**config.mk**
```make
export PLATFORM = sky130hd
export DESIGN_NAME = calc_top
export DESIGN_NICKNAME = d
export VERILOG_FILES = /design/src/logic/calc_pkg.sv /design/src/logic/rf_if.sv /design/src/logic/ptr_if.sv /design/src/logic/slot_ptr_regs.sv /design/src/logic/reg_file.sv /design/src/logic/calc_datapath.sv /design/src/logic/calc_ctrl.sv /design/src/logic/calc_top.sv
export VERILOG_INCLUDE_DIRS = /design/src /design/src/include
export SDC_FILE = /design/constraint.sdc
export NUM_CORES = 1
export LEC_CHECK = 0
export BUFFER_PORTS_ARGS = -buffer_cell sky130_fd_sc_hd__buf_2
export CAP_MARGIN = 20
export CORE_MARGIN = 8
export CORE_UTILIZATION = 59
export CTS_BUF_LIST = sky130_fd_sc_hd__clkbuf_4 sky130_fd_sc_hd__clkbuf_8
export CTS_CLUSTER_SIZE = 10
export DETAILED_ROUTE_END_ITERATION = 10
export GPL_TIMING_DRIVEN = 0
export PLACE_DENSITY_LB_ADDON = 0.25
export SETUP_SLACK_MARGIN = 0.5
export SLEW_MARGIN = 0
export SYNTH_ARGS = -nofsm -noshare
export SYNTH_HDL_FRONTEND = slang
export SYNTH_SLANG_ARGS = --single-unit
```
**constraint.sdc**
```tcl
create_clock -name clk_i -period 8.83 [get_ports clk_i]
set_input_delay 0.883 -clock clk_i [delete_from_list [all_inputs] [get_ports clk_i]]
set_output_delay 0.883 -clock clk_i [all_outputs]
set_load 0.1 [all_outputs]
```
**src/include/calc_defs.svh**
```systemverilog
`ifndef CALC_DEFS_SVH
`define CALC_DEFS_SVH

// datapath and register file sizes
`define CALC_DATA_W      8
`define CALC_ADDR_W      5
`define CALC_RF_DEPTH    32

// keypad codes
`define CALC_KEY_W       4
`define CALC_DIGIT_MAX   9
`define CALC_OP_FIRST    10
`define CALC_OP_LAST     14
`define CALC_KEY_ENTER   15
`define CALC_KEY_NEXT    0

// each calculation takes digit 1, digit 2 and the result
`define CALC_SLOT_STRIDE 3
`define CALC_SLOT_LAST   27

// status LEDs, the top five bits show which key the controller expects
`define CALC_LED_W       16
`define CALC_PH_SELECT   5'b11111
`define CALC_PH_DIGIT1   5'b11101
`define CALC_PH_OPER     5'b11011
`define CALC_PH_DIGIT2   5'b10111
`define CALC_PH_ENTER    5'b10001

`endif

```
**src/logic/calc_pkg.sv**
```systemverilog
`default_nettype none

`include "calc_defs.svh"

package calc_pkg;

    typedef logic [`CALC_DATA_W-1:0] data_t;
    typedef logic [`CALC_ADDR_W-1:0] reg_addr_t;
    typedef logic [`CALC_KEY_W-1:0]  key_code_t;
    typedef logic [`CALC_LED_W-1:0]  led_t;

    // operator encodings are the keypad codes themselves
    // none is only held until the first operator is latched
    typedef enum logic [`CALC_KEY_W-1:0] {
        ALU_NONE = 4'd0,
        ALU_ADD  = 4'd10,
        ALU_SUB  = 4'd11,
        ALU_AND  = 4'd12,
        ALU_OR   = 4'd13,
        ALU_XOR  = 4'd14
    } alu_op_t;

    typedef enum logic [4:0] {
        ST_SELECT, ST_DIGIT1, ST_D1_STORE, ST_D1_READ, ST_D1_SHOW,
        ST_OPER, ST_OP_LATCH,
        ST_DIGIT2, ST_D2_STORE, ST_D2_READ, ST_D2_SHOW,
        ST_ENTER, ST_EX_STORE, ST_EX_READ, ST_EX_SHOW,
        ST_REVIEW, ST_RV_READ, ST_RV_SHOW
    } ctrl_state_t;

endpackage

`default_nettype wire

```
**src/logic/rf_if.sv**
```systemverilog
`timescale 1ns/10ps
`default_nettype none

interface rf_if import calc_pkg::*; ();

    reg_addr_t rs1_addr;
    reg_addr_t rs2_addr;
    reg_addr_t rd_addr;
    logic      we;
    data_t     wdata;
    data_t     rdata1;
    data_t     rdata2;

    modport ctrl (output rs1_addr, output rs2_addr, output rd_addr, output we);

    modport dp (input rdata1, input rdata2, output wdata);

    // reads are combinational, the write lands on the clock edge
    modport rf (
        input  rs1_addr, input rs2_addr, input rd_addr, input we, input wdata,
        output rdata1, output rdata2
    );

endinterface

`default_nettype wire

```
**src/logic/ptr_if.sv**
```systemverilog
`timescale 1ns/10ps
`default_nettype none

interface ptr_if import calc_pkg::*; ();

    // one-cycle command pulses
    logic      latch_op;
    logic      adv_base;
    logic      adv_review;
    logic      set_err;
    logic      clr_err;
    key_code_t key;

    reg_addr_t base;
    reg_addr_t review;
    alu_op_t   op;
    logic      err;

    modport ctrl (
        output latch_op, output adv_base, output adv_review,
        output set_err, output clr_err, output key,
        input  base, input review, input op, input err
    );

    modport regs (
        input  latch_op, input adv_base, input adv_review,
        input  set_err, input clr_err, input key,
        output base, output review, output op, output err
    );

endinterface

`default_nettype wire

```
**src/logic/slot_ptr_regs.sv**
```systemverilog
`timescale 1ns/10ps
`default_nettype none

`include "calc_defs.svh"

module slot_ptr_regs import calc_pkg::*; (
    input  wire logic clk_i,
    input  wire logic rst_i,
    ptr_if.regs       ptr
);

    // slot base walks 0, 3, ... up to the last slot and starts over
    always_ff @(posedge clk_i or posedge rst_i) begin
        if (rst_i) begin
            ptr.base <= '0;
        end else if (ptr.adv_base) begin
            if (ptr.base == reg_addr_t'(`CALC_SLOT_LAST)) begin
                ptr.base <= '0;
            end else begin
                ptr.base <= ptr.base + reg_addr_t'(`CALC_SLOT_STRIDE);
            end
        end
    end

    // the review pointer wraps from 31 to 0 at the address width
    always_ff @(posedge clk_i or posedge rst_i) begin
        if (rst_i) begin
            ptr.review <= '0;
        end else if (ptr.adv_review) begin
            ptr.review <= ptr.review + reg_addr_t'(1);
        end
    end

    // the key was range checked by the controller before latch_op
    always_ff @(posedge clk_i or posedge rst_i) begin
        if (rst_i) begin
            ptr.op <= ALU_NONE;
        end else if (ptr.latch_op) begin
            ptr.op <= alu_op_t'(ptr.key);
        end
    end

    // error LED holds until a key is accepted
    always_ff @(posedge clk_i or posedge rst_i) begin
        if (rst_i) begin
            ptr.err <= 1'b0;
        end else if (ptr.set_err) begin
            ptr.err <= 1'b1;
        end else if (ptr.clr_err) begin
            ptr.err <= 1'b0;
        end
    end

endmodule

`default_nettype wire

```
**src/logic/reg_file.sv**
```systemverilog
`timescale 1ns/10ps
`default_nettype none

`include "calc_defs.svh"

module reg_file import calc_pkg::*; (
    input  wire logic clk_i,
    input  wire logic rst_i,
    rf_if.rf          rf
);

    data_t mem [`CALC_RF_DEPTH];

    // entries never written must read back as zero in review mode
    always_ff @(posedge clk_i or posedge rst_i) begin
        if (rst_i) begin
            for (int i = 0; i < `CALC_RF_DEPTH; i++) begin
                mem[i] <= '0;
            end
        end else if (rf.we) begin
            mem[rf.rd_addr] <= rf.wdata;
        end
    end

    // read ports see the new value one cycle after the write
    assign rf.rdata1 = mem[rf.rs1_addr];
    assign rf.rdata2 = mem[rf.rs2_addr];

endmodule

`default_nettype wire

```
**src/logic/calc_datapath.sv**
```systemverilog
`timescale 1ns/10ps
`default_nettype none

`include "calc_defs.svh"

module calc_datapath import calc_pkg::*; (
    input  wire key_code_t key_code_i,
    input  wire alu_op_t   op_i,
    input  wire logic      sel_result_i,
    rf_if.dp               rf
);

    localparam int DigitPad = `CALC_DATA_W - `CALC_KEY_W;

    data_t alu_res;

    // add and sub wrap at the data width
    always_comb begin
        case (op_i)
            ALU_ADD: alu_res = rf.rdata1 + rf.rdata2;
            ALU_SUB: alu_res = rf.rdata1 - rf.rdata2;
            ALU_AND: alu_res = rf.rdata1 & rf.rdata2;
            ALU_OR:  alu_res = rf.rdata1 | rf.rdata2;
            ALU_XOR: alu_res = rf.rdata1 ^ rf.rdata2;
            default: alu_res = '0;
        endcase
    end

    // a digit is stored as its own value
    assign rf.wdata = sel_result_i ? alu_res : {{DigitPad{1'b0}}, key_code_i};

endmodule

`default_nettype wire

```
**src/logic/calc_ctrl.sv**
```systemverilog
`timescale 1ns/10ps
`default_nettype none

`include "calc_defs.svh"

module calc_ctrl import calc_pkg::*; (
    input  wire logic      clk_i,
    input  wire logic      rst_i,
    input  wire key_code_t key_code_i,
    input  wire logic      key_valid_i,
    input  wire logic      mode_sw_i,
    rf_if.ctrl             rf,
    ptr_if.ctrl            ptr,
    output logic           sel_result_o,
    output logic           disp_we_o,
    output led_t           led_o
);

    localparam int LedPad = `CALC_LED_W - 5 - `CALC_KEY_W - 1;

    ctrl_state_t state_q;
    ctrl_state_t state_d;
    ctrl_state_t ok_state;
    key_code_t   key_q;
    reg_addr_t   addr_d1;
    reg_addr_t   addr_d2;
    reg_addr_t   addr_res;
    logic [4:0]  phase;
    logic        wait_st;
    logic        key_ok;
    logic        is_digit;
    logic        is_op;
    logic        is_enter;
    logic        is_next;

    assign is_digit = (key_code_i <= `CALC_DIGIT_MAX);
    assign is_op    = (key_code_i >= `CALC_OP_FIRST) && (key_code_i <= `CALC_OP_LAST);
    assign is_enter = (key_code_i == `CALC_KEY_ENTER);
    assign is_next  = (key_code_i == `CALC_KEY_NEXT);

    // the three entries of the current slot
    assign addr_d1  = ptr.base;
    assign addr_d2  = ptr.base + reg_addr_t'(1);
    assign addr_res = ptr.base + reg_addr_t'(2);

    always_ff @(posedge clk_i or posedge rst_i) begin
        if (rst_i) begin
            state_q <= ST_SELECT;
        end else begin
            state_q <= state_d;
        end
    end

    // the store states need the key after the strobe is gone
    always_ff @(posedge clk_i) begin
        if (wait_st && key_valid_i) begin
            key_q <= key_code_i;
        end
    end

    assign ptr.key = key_q;

    // ####################################################################
    // next state, register file addresses and command pulses
    // ####################################################################

    always_comb begin
        state_d        = state_q;
        ok_state       = state_q;
        wait_st        = 1'b0;
        key_ok         = 1'b0;
        phase          = `CALC_PH_SELECT;
        rf.rs1_addr    = addr_d1;
        rf.rs2_addr    = addr_d2;
        rf.rd_addr     = addr_res;
        rf.we          = 1'b0;
        sel_result_o   = 1'b0;
        disp_we_o      = 1'b0;
        ptr.latch_op   = 1'b0;
        ptr.adv_base   = 1'b0;
        ptr.adv_review = 1'b0;
        ptr.set_err    = 1'b0;
        ptr.clr_err    = 1'b0;

        case (state_q)
            ST_SELECT: begin
                if (mode_sw_i) begin
                    state_d = ST_REVIEW;
                end else begin
                    wait_st  = 1'b1;
                    key_ok   = is_digit;
                    ok_state = ST_D1_STORE;
                end
            end
            ST_D1_STORE: begin
                phase      = `CALC_PH_DIGIT1;
                rf.rd_addr = addr_d1;
                rf.we      = 1'b1;
                state_d    = ST_D1_READ;
            end
            ST_D1_READ, ST_D1_SHOW: begin
                phase     = `CALC_PH_DIGIT1;
                disp_we_o = (state_q == ST_D1_SHOW);
                state_d   = (state_q == ST_D1_SHOW) ? ST_OPER : ST_D1_SHOW;
            end
            ST_OPER: begin
                phase    = `CALC_PH_OPER;
                wait_st  = 1'b1;
                key_ok   = is_op;
                ok_state = ST_OP_LATCH;
            end
            ST_OP_LATCH: begin
                phase        = `CALC_PH_OPER;
                ptr.latch_op = 1'b1;
                state_d      = ST_DIGIT2;
            end
            ST_DIGIT2: begin
                phase    = `CALC_PH_DIGIT2;
                wait_st  = 1'b1;
                key_ok   = is_digit;
                ok_state = ST_D2_STORE;
            end
            ST_D2_STORE: begin
                phase      = `CALC_PH_DIGIT2;
                rf.rd_addr = addr_d2;
                rf.we      = 1'b1;
                state_d    = ST_D2_READ;
            end
            ST_D2_READ, ST_D2_SHOW: begin
                phase       = `CALC_PH_DIGIT2;
                rf.rs1_addr = addr_d2;
                disp_we_o   = (state_q == ST_D2_SHOW);
                state_d     = (state_q == ST_D2_SHOW) ? ST_ENTER : ST_D2_SHOW;
            end
            ST_ENTER: begin
                phase    = `CALC_PH_ENTER;
                wait_st  = 1'b1;
                key_ok   = is_enter;
                ok_state = ST_EX_STORE;
            end
            ST_EX_STORE: begin
                // both operands are read while the result is written
                phase        = `CALC_PH_ENTER;
                sel_result_o = 1'b1;
                rf.we        = 1'b1;
                state_d      = ST_EX_READ;
            end
            ST_EX_READ, ST_EX_SHOW: begin
                phase        = `CALC_PH_ENTER;
                rf.rs1_addr  = addr_res;
                disp_we_o    = (state_q == ST_EX_SHOW);
                ptr.adv_base = (state_q == ST_EX_SHOW);
                state_d      = (state_q == ST_EX_SHOW) ? ST_SELECT : ST_EX_SHOW;
            end
            ST_REVIEW: begin
                if (!mode_sw_i) begin
                    state_d = ST_SELECT;
                end else begin
                    wait_st  = 1'b1;
                    key_ok   = is_next;
                    ok_state = ST_RV_READ;
                end
            end
            ST_RV_READ, ST_RV_SHOW: begin
                rf.rs1_addr    = ptr.review;
                disp_we_o      = (state_q == ST_RV_SHOW);
                ptr.adv_review = (state_q == ST_RV_SHOW);
                state_d        = (state_q == ST_RV_SHOW) ? ST_REVIEW : ST_RV_SHOW;
            end
            default: state_d = ST_SELECT;
        endcase

        // a strobed key in a wait state is either taken or flagged
        if (wait_st && key_valid_i) begin
            if (key_ok) begin
                ptr.clr_err = 1'b1;
                state_d     = ok_state;
            end else begin
                ptr.set_err = 1'b1;
            end
        end
    end

    assign led_o = {phase, ptr.op, {LedPad{1'b0}}, ptr.err};

endmodule

`default_nettype wire

```
**src/logic/calc_top.sv**
```systemverilog
`timescale 1ns/10ps
`default_nettype none

module calc_top import calc_pkg::*; (
    input  wire logic      clk_i,
    input  wire logic      rst_i,
    input  wire key_code_t key_code_i,
    input  wire logic      key_valid_i,
    input  wire logic      mode_sw_i,
    output data_t          disp_data_o,
    output logic           disp_we_o,
    output led_t           led_o
);

    logic sel_result;

    rf_if  u_rf_if ();
    ptr_if u_ptr_if ();

    // ####################################################################
    // control
    // ####################################################################

    calc_ctrl u_calc_ctrl (
        .clk_i        (clk_i),
        .rst_i        (rst_i),
        .key_code_i   (key_code_i),
        .key_valid_i  (key_valid_i),
        .mode_sw_i    (mode_sw_i),
        .rf           (u_rf_if.ctrl),
        .ptr          (u_ptr_if.ctrl),
        .sel_result_o (sel_result),
        .disp_we_o    (disp_we_o),
        .led_o        (led_o)
    );

    slot_ptr_regs u_slot_ptr_regs (
        .clk_i (clk_i),
        .rst_i (rst_i),
        .ptr   (u_ptr_if.regs)
    );

    // ####################################################################
    // storage and ALU
    // ####################################################################

    reg_file u_reg_file (
        .clk_i (clk_i),
        .rst_i (rst_i),
        .rf    (u_rf_if.rf)
    );

    // digit and operator come from the registers beside the controller
    calc_datapath u_calc_datapath (
        .key_code_i   (u_ptr_if.key),
        .op_i         (u_ptr_if.op),
        .sel_result_i (sel_result),
        .rf           (u_rf_if.dp)
    );

    assign disp_data_o = u_rf_if.rdata1;

endmodule

`default_nettype wire

```
Word level (Yosys, flattened, before mapping)
Cells that the tools add are included.

$add $sub $neg: 6. Multipliers: 0. Divide/modulo/power cells: 0. Magnitude comparators: 7. Equal/unequal tests: 26. Shift-type cells: 0. Muxes and demuxes: 45. Bitwise logic cells: 6. Reduce and logical (&&, ||, !) cells: 17.

Operator list (count): $bwmux 256 (1); $bmux 8 s5 (2); $pmux 5 s11 (1); $mux 8 (6); $demux 8 s5 (1); $eq 5x4->1 const B (8); $mux 5 (8); $pmux 8 s5 (1); $pmux 5 s5 (1); $eq 4x4->1 const B (6); $eq 5x3->1 const B (4); $ge 6x6->1 const B (3); $not 5->6 (3); $mux 1 (17); $pmux 4 s4 (1); $eq 5x5->1 const B (3); $pmux 5 s3 (1); $add 5x1->5 const B (2); $add 5x2->5 const B (2); $eq 5x2->1 const B (2); $pmux 5 s2 (1); $reduce_or 2->1 (5); $reduce_or 3->1 (3); $add 8x8->8 (1); 19 further kinds (24).

Flip-flop bits (word level): 280. Latch bits: 0. Bits in writable memories: 0. Memory bits (read-only): 0. Input bits: 8. Output and inout port bits: 25. Logic and storage cells: 145. Memories: 0.

Longest topological paths before layout
Depth after elaboration: 11. Mapped depth: 32.

By module
From an unflattened synthesis, not the netlist that was laid out.

Cells, all modules: 1193. Area total of the unflattened synthesis: 16716.0 sq um.

By module, submodules not included: reg_file (instances 1, cells an instance 807, area each 13656.8 sq um); calc_ctrl (instances 1, cells an instance 187, area each 1351.3 sq um); calc_datapath (instances 1, cells an instance 145, area each 1033.5 sq um); slot_ptr_regs (instances 1, cells an instance 54, area each 674.4 sq um).

Worst setup path after synthesis
Ideal clock, no wire load.

Kind: flip-flop to flip-flop. Start: register u_slot_ptr_regs.ptr.base[0]. End: register u_reg_file.mem[119] in the netlist's numbering. Data arrival time: 6.978 ns. Required time: 8.705 ns. Slack: 1.726 ns. Stages on the path, launching flop included: 31. Path buffers: 11. Cell sequence: dfrtp_1 > buf_2 > buf_4 > inv_1 > buf_2 > ha_1 > buf_4 > buf_8 > buf_8 > buf_6 > o21ai_0 > mux2i_1 > buf_2 > buf_1 > clkbuf_1 > mux4_2 > a211oi_1 > a21oi_1 > mux2i_1 > inv_1 > ha_1 > o21ai_0 > a21boi_0 > o21ai_0 > a21oi_1 > or3_1 > and3_1 > or2_0 > a211o_1 > buf_6 > mux2_4.

Cells in the longest elaborated chain, start to end: 10.

Ends and longest elaborated chain: start: declaration (RTL line ptr_if.sv:28) `output base, output review, output op, output err`; start signal: assignment (RTL line slot_ptr_regs.sv:20) `` ptr.base <= ptr.base + reg_addr_t'(`CALC_SLOT_STRIDE); ``; $add 5x2->5 or $add 5x1->5 (tied branches) (RTL line calc_ctrl.sv:44, calc_ctrl.sv:43); $pmux 5 s3 * (RTL line calc_ctrl.sv:85) `case (state_q)`; $not 5->6 (implied by the code) * (RTL line reg_file.sv:26) `assign rf.rdata1 = mem[rf.rs1_addr];`; $bmux 8 s5 * (RTL line reg_file.sv:26); $mux 8 (implied by the code) * (2 in series) (RTL line reg_file.sv:26); named net disp_data_o[2] (RTL line calc_top.sv:10) `output data_t disp_data_o,`; $sub 8x8->8 or $add 8x8->8 (tied branches) (RTL line calc_datapath.sv:21, calc_datapath.sv:20); $pmux 8 s5 * (RTL line calc_datapath.sv:19) `case (op_i)`; $mux 8 * (RTL line calc_datapath.sv:30) `assign rf.wdata = sel_result_i ? alu_res : {{DigitPad{1'b0}}, key_code_i};`; $bwmux 256 * (RTL line reg_file.sv:21) `mem[rf.rd_addr] <= rf.wdata;`; end signal: indexed assignment (RTL line reg_file.sv:21); end: declaration (RTL line reg_file.sv:12) `` data_t mem [`CALC_RF_DEPTH]; ``.

The timed path passes the listed nets; every way through them passes the cells marked *. The select of a mux whose other input is x is not followed. A chain may end at the register's enable or synchronous reset.

Worst setup path after layout
Start: register u_slot_ptr_regs.ptr.base[0]. End: register u_reg_file.mem[191] in the netlist's numbering.

Cells in the longest elaborated chain, start to end: 10.

Ends and longest elaborated chain: $add 5x2->5 or $add 5x1->5 (tied branches) (RTL line calc_ctrl.sv:44, calc_ctrl.sv:43); $pmux 5 s3 (RTL line calc_ctrl.sv:85); $not 5->6 (implied by the code) (RTL line reg_file.sv:26); $bmux 8 s5 (RTL line reg_file.sv:26); $mux 8 (implied by the code) (2 in series) (RTL line reg_file.sv:26); $sub 8x8->8 (tied with other cells) (RTL line calc_datapath.sv:21) `ALU_SUB: alu_res = rf.rdata1 - rf.rdata2;`; $pmux 8 s5 (RTL line calc_datapath.sv:19); $mux 8 (RTL line calc_datapath.sv:30); $bwmux 256 * (RTL line reg_file.sv:21).

Every way passes the cells marked *; elsewhere a longest branch is shown, timed or not. The select of a mux whose other input is x is not followed.

==> flow_metrics.py <==
metrics = {
    "critical_path": {
        "worstReg2RegStart": "u_slot_ptr_regs.ptr.base[0]$_DFFE_PP0P_",
        "worstPathMaxFanout": 10,
        "required_ps": 9310,
        "setup.worst_path.class": "flip-flop to flip-flop",
        "worstPathArrival_ps": 8570,
        "end_kind": "flip-flop",
        "ff2ff_setup_slack_ps": 740,
        "crit_start": "u_slot_ptr_regs.ptr.base[0]$_DFFE_PP0P_",
        "cp_top_family": "buffers and inverters",
        "cp_common_cell": "buf_4",
        "cpMaxStageDelayCell": "ha_1",
        "cpPeakStageDelay_ps": 430,
        "crit_buf_inv": 14,
        "start_kind": "flip-flop",
    },
    "placed_design": {
        "place_inst": 1984,
        "post-dp-hpwl_um": 37850,
        "routabilityCongestion": 0.9433,
        "port_buffers": 24,
        "pre_cts_ws_ps": -428.3,
        "place_area_mm2": 0.01782,
    },
    "clock_network": {
        "ctsHoldBuffers": 0,
        "h-tree-depth": 2,
        "numCtsBuffers": 50,
        "cts_root_buffer": "clkbuf_8",
        "cts_tree": "built",
        "cts_buffer_depth": 3,
        "cts.clk_slew.worst_paths_ps": 60,
        "clk_latency_ps": 610,
        "clock-sinks": 280,
    },
    "yosys": {
        "synth_area_mm2": 0.01704,
        "synthXorXnorAreaFrac_pct": 1.432,
        "synth_top_family_by_area": "multiplexers",
        "synth_commonest_cells": "dfrtp_1 (276), nand2_1 (178), nor2_1 (120), mux4_2 (112), o21ai_0 (112)",
        "synth_compound_area_share_pct": 12.38,
        "ys_warn_count": 0,
        "ys_types": 78,
        "yosysMostFrequentCell": "dfrtp_1",
        "avgSynthCellArea_um2": 10.91,
        "synthAdderAreaFrac_pct": 2.320,
        "yosysTopAreaCell": "dfrtp_1",
        "synth_async_sr_flop_share_pct": 98.57,
        "ys.flop_type": "dfrtp_1",
        "ys_seq_elements": 280,
        "ys_seq_area_share_pct": 41.24,
        "synthSimpleGateAreaFrac_pct": 11.04,
        "synthTopCellsByArea": "dfrtp_1 (41%), mux4_2 (15%), mux2_2 (7.1%), nand2_1 (3.9%), mux2i_1 (3.8%)",
        "synth_edf_count": 4,
        "syn_inst": 1562,
        "synth_mux_area_share_pct": 26.58,
        "synth_top_area_share_pct": 40.53,
    },
    "timing": {
        "fin_crit_ps": 8091,
        "finalSetupViolations": 0,
        "fin_crit_sh_pct": 91.63,
        "worst_pin_slew_ps": 1202,
        "final_max_slew_viol_count": 0,
        "layout_setup_ws_ps": 739.5,
        "finClkSkew_ps": 28.58,
        "hold_violations": 0,
        "max_freq_mhz": 123.6,
        "rsz0062_at_grt": "false",
        "maxSlewHeadroom_pct": 19.71,
    },
    "die": {
        "placementRows": 62,
        "die_h_um": 185.9,
        "start_util_pct": 59.69,
        "die_area_mm2": 0.03457,
        "fp.dieW_um": 185.9,
        "core-area_mm2": 0.02855,
        "io_pins": 33,
    },
    "grt": {
        "first_global_vias": 13620,
        "grt_pass1_wl_um": 79850,
        "track_usage_pct": 30.66,
        "gr-total-overflow": 0,
        "antenna_found_initial": 1,
        "grt_max_degree": 44,
    },
    "routing": {
        "drt_wl_total_um": 51640,
        "viasPerCell": 6.626,
        "vias": 13720,
        "drt-initial-drc-count": 1467,
        "routedWlPerCell_um": 24.94,
        "antenna_left": 0,
        "drtPass1Iterations": 7,
        "drc": 0,
    },
    "run_status": {
        "status": "finished, final reports clean",
    },
    "finish": {
        "drive_above_1_share_pct": 24.78,
        "finalInstanceArea_mm2": 0.01892,
        "finalNonFillerCells": 2071,
        "final_util_pct": 66.27,
        "area_growth_pct": 11.04,
        "antenna_cells": 0,
        "fin_nets": 1692,
    },
    "pwr": {
        "leakagePower_nw": 8.277,
        "power_w": 0.007748,
        "power.density_mw_per_mm2": 409.5,
        "peakVddDrop_mv": 0.3358,
    },
    "worst_hold_path": {
        "hold_class": "input pin to asynchronous set/reset pin",
    },
    "job": {
        "max_cap_violations": 0,
    },
}
==> layout by cell type, fill, tap and decap left out, types with 6 or more instances in the layout <==
cell,n
xnor2_1,20
nand3_1,18
o22a_1,6
a21oi_1,106
buf_2,41
dfrtp_1,276
mux2i_1,62
mux2_2,108
clkbuf_1,80
a22oi_1,9
o22ai_1,12
xor2_1,6
nor2b_1,15
buf_6,12
nand2_1,178
conb_1,8
buf_12,8
mux4_2,112
and2_1,33
a211oi_1,24
and3_1,7
clkbuf_4,20
a31oi_1,10
buf_4,18
nor3_1,12
ha_1,30
o21ai_0,111
inv_1,30
nor2_1,120
clkbuf_8,63
nand2b_1,13
mux2_4,10
==> layer usage <==
| layer | vias up | wire [um] | GRT usage (%) |
|---|---|---|---|
| met2 | 847 | 23550 | 47.65 |
| met5 | - | 0 | 0 |
| met4 | 0 | 2371 | 13.97 |
| li1 | 5893 | - | - |
| met3 | 182 | 5871 | 8.179 |
| met1 | 6801 | 19860 | 39.95 |
==> power by group <==
part / switching [W] / internal (W)
clock: 0.000564 / 0.000719
combinational: 0.00312 / 0.00171
sequential: 0.000163 / 0.00147
==> state kept, by name, summed over array words and instances (netlist names) <==
signal                      count
u_calc_ctrl.state_q             5
u_slot_ptr_regs.ptr.op          4
u_reg_file.mem                256
u_slot_ptr_regs.ptr.err         1
u_slot_ptr_regs.ptr.review      5
u_slot_ptr_regs.ptr.base        5
u_calc_ctrl.ptr.key             4
==> path summary, 6_finish.rpt <==
| path | end | cells past startpoint |
|---|---|---|
| max in group asynchronous | u_reg_file.mem[194]$_DFFE_PP0P_ | 6 |
| worst min register to register | u_reg_file.mem[81]$_DFFE_PP0P_ | 2 |
| worst min-delay path | u_reg_file.mem[95]$_DFFE_PP0P_ | 2 |
| min in group clk_i | u_reg_file.mem[81]$_DFFE_PP0P_ | 2 |
| worst max-delay path | u_reg_file.mem[191]$_DFFE_PP0P_ | 31 |
| worst max register to register | u_reg_file.mem[191]$_DFFE_PP0P_ | 31 |
==> per-stage QoR <==
| stage | hold slack (ps) | setup TNS (ps) |
|---|---|---|
| 6_report | 186.3 | 0 |
| 5_1_grt | 183.8 | 0 |
| 4_1_cts | 172.3 | 0 |
| 3_5_place_dp | 489.0 | -15930 |
| 3_3_place_gp | 475.8 | -30110 |
| 2_1_floorplan | 461.0 | 0 |
==> final cells by class <==
type | count | area [um^2]
multi-input cells | 1121 | 9199
fillers | 2224 | 9628
inverters | 31 | 120.1
plain buffers | 136 | 754.5
clock buffers | 81 | 1002
well taps | 384 | 480.5
clock inverters | 5 | 53.80
flip-flops and latches | 280 | 7027
repair buffers | 33 | 282.8
==> kinds of logic after synthesis <==
logic type,after synthesis
DFF,280
xor gates and xnor gates,27
other,2
adders and majority gates,31
AOI/OAI and AO/OA,342
muxes,294
buffers and inverters,167
and+or+nand+nor,419
==> what timing repair did <==
item                       4_1_cts  5_1_grt
gates resized for setup          9        7
setup endpoints to repair      210       68
setup buffers                    1        0
pin swaps                        0        0
(Power assumes the default switching activity.)
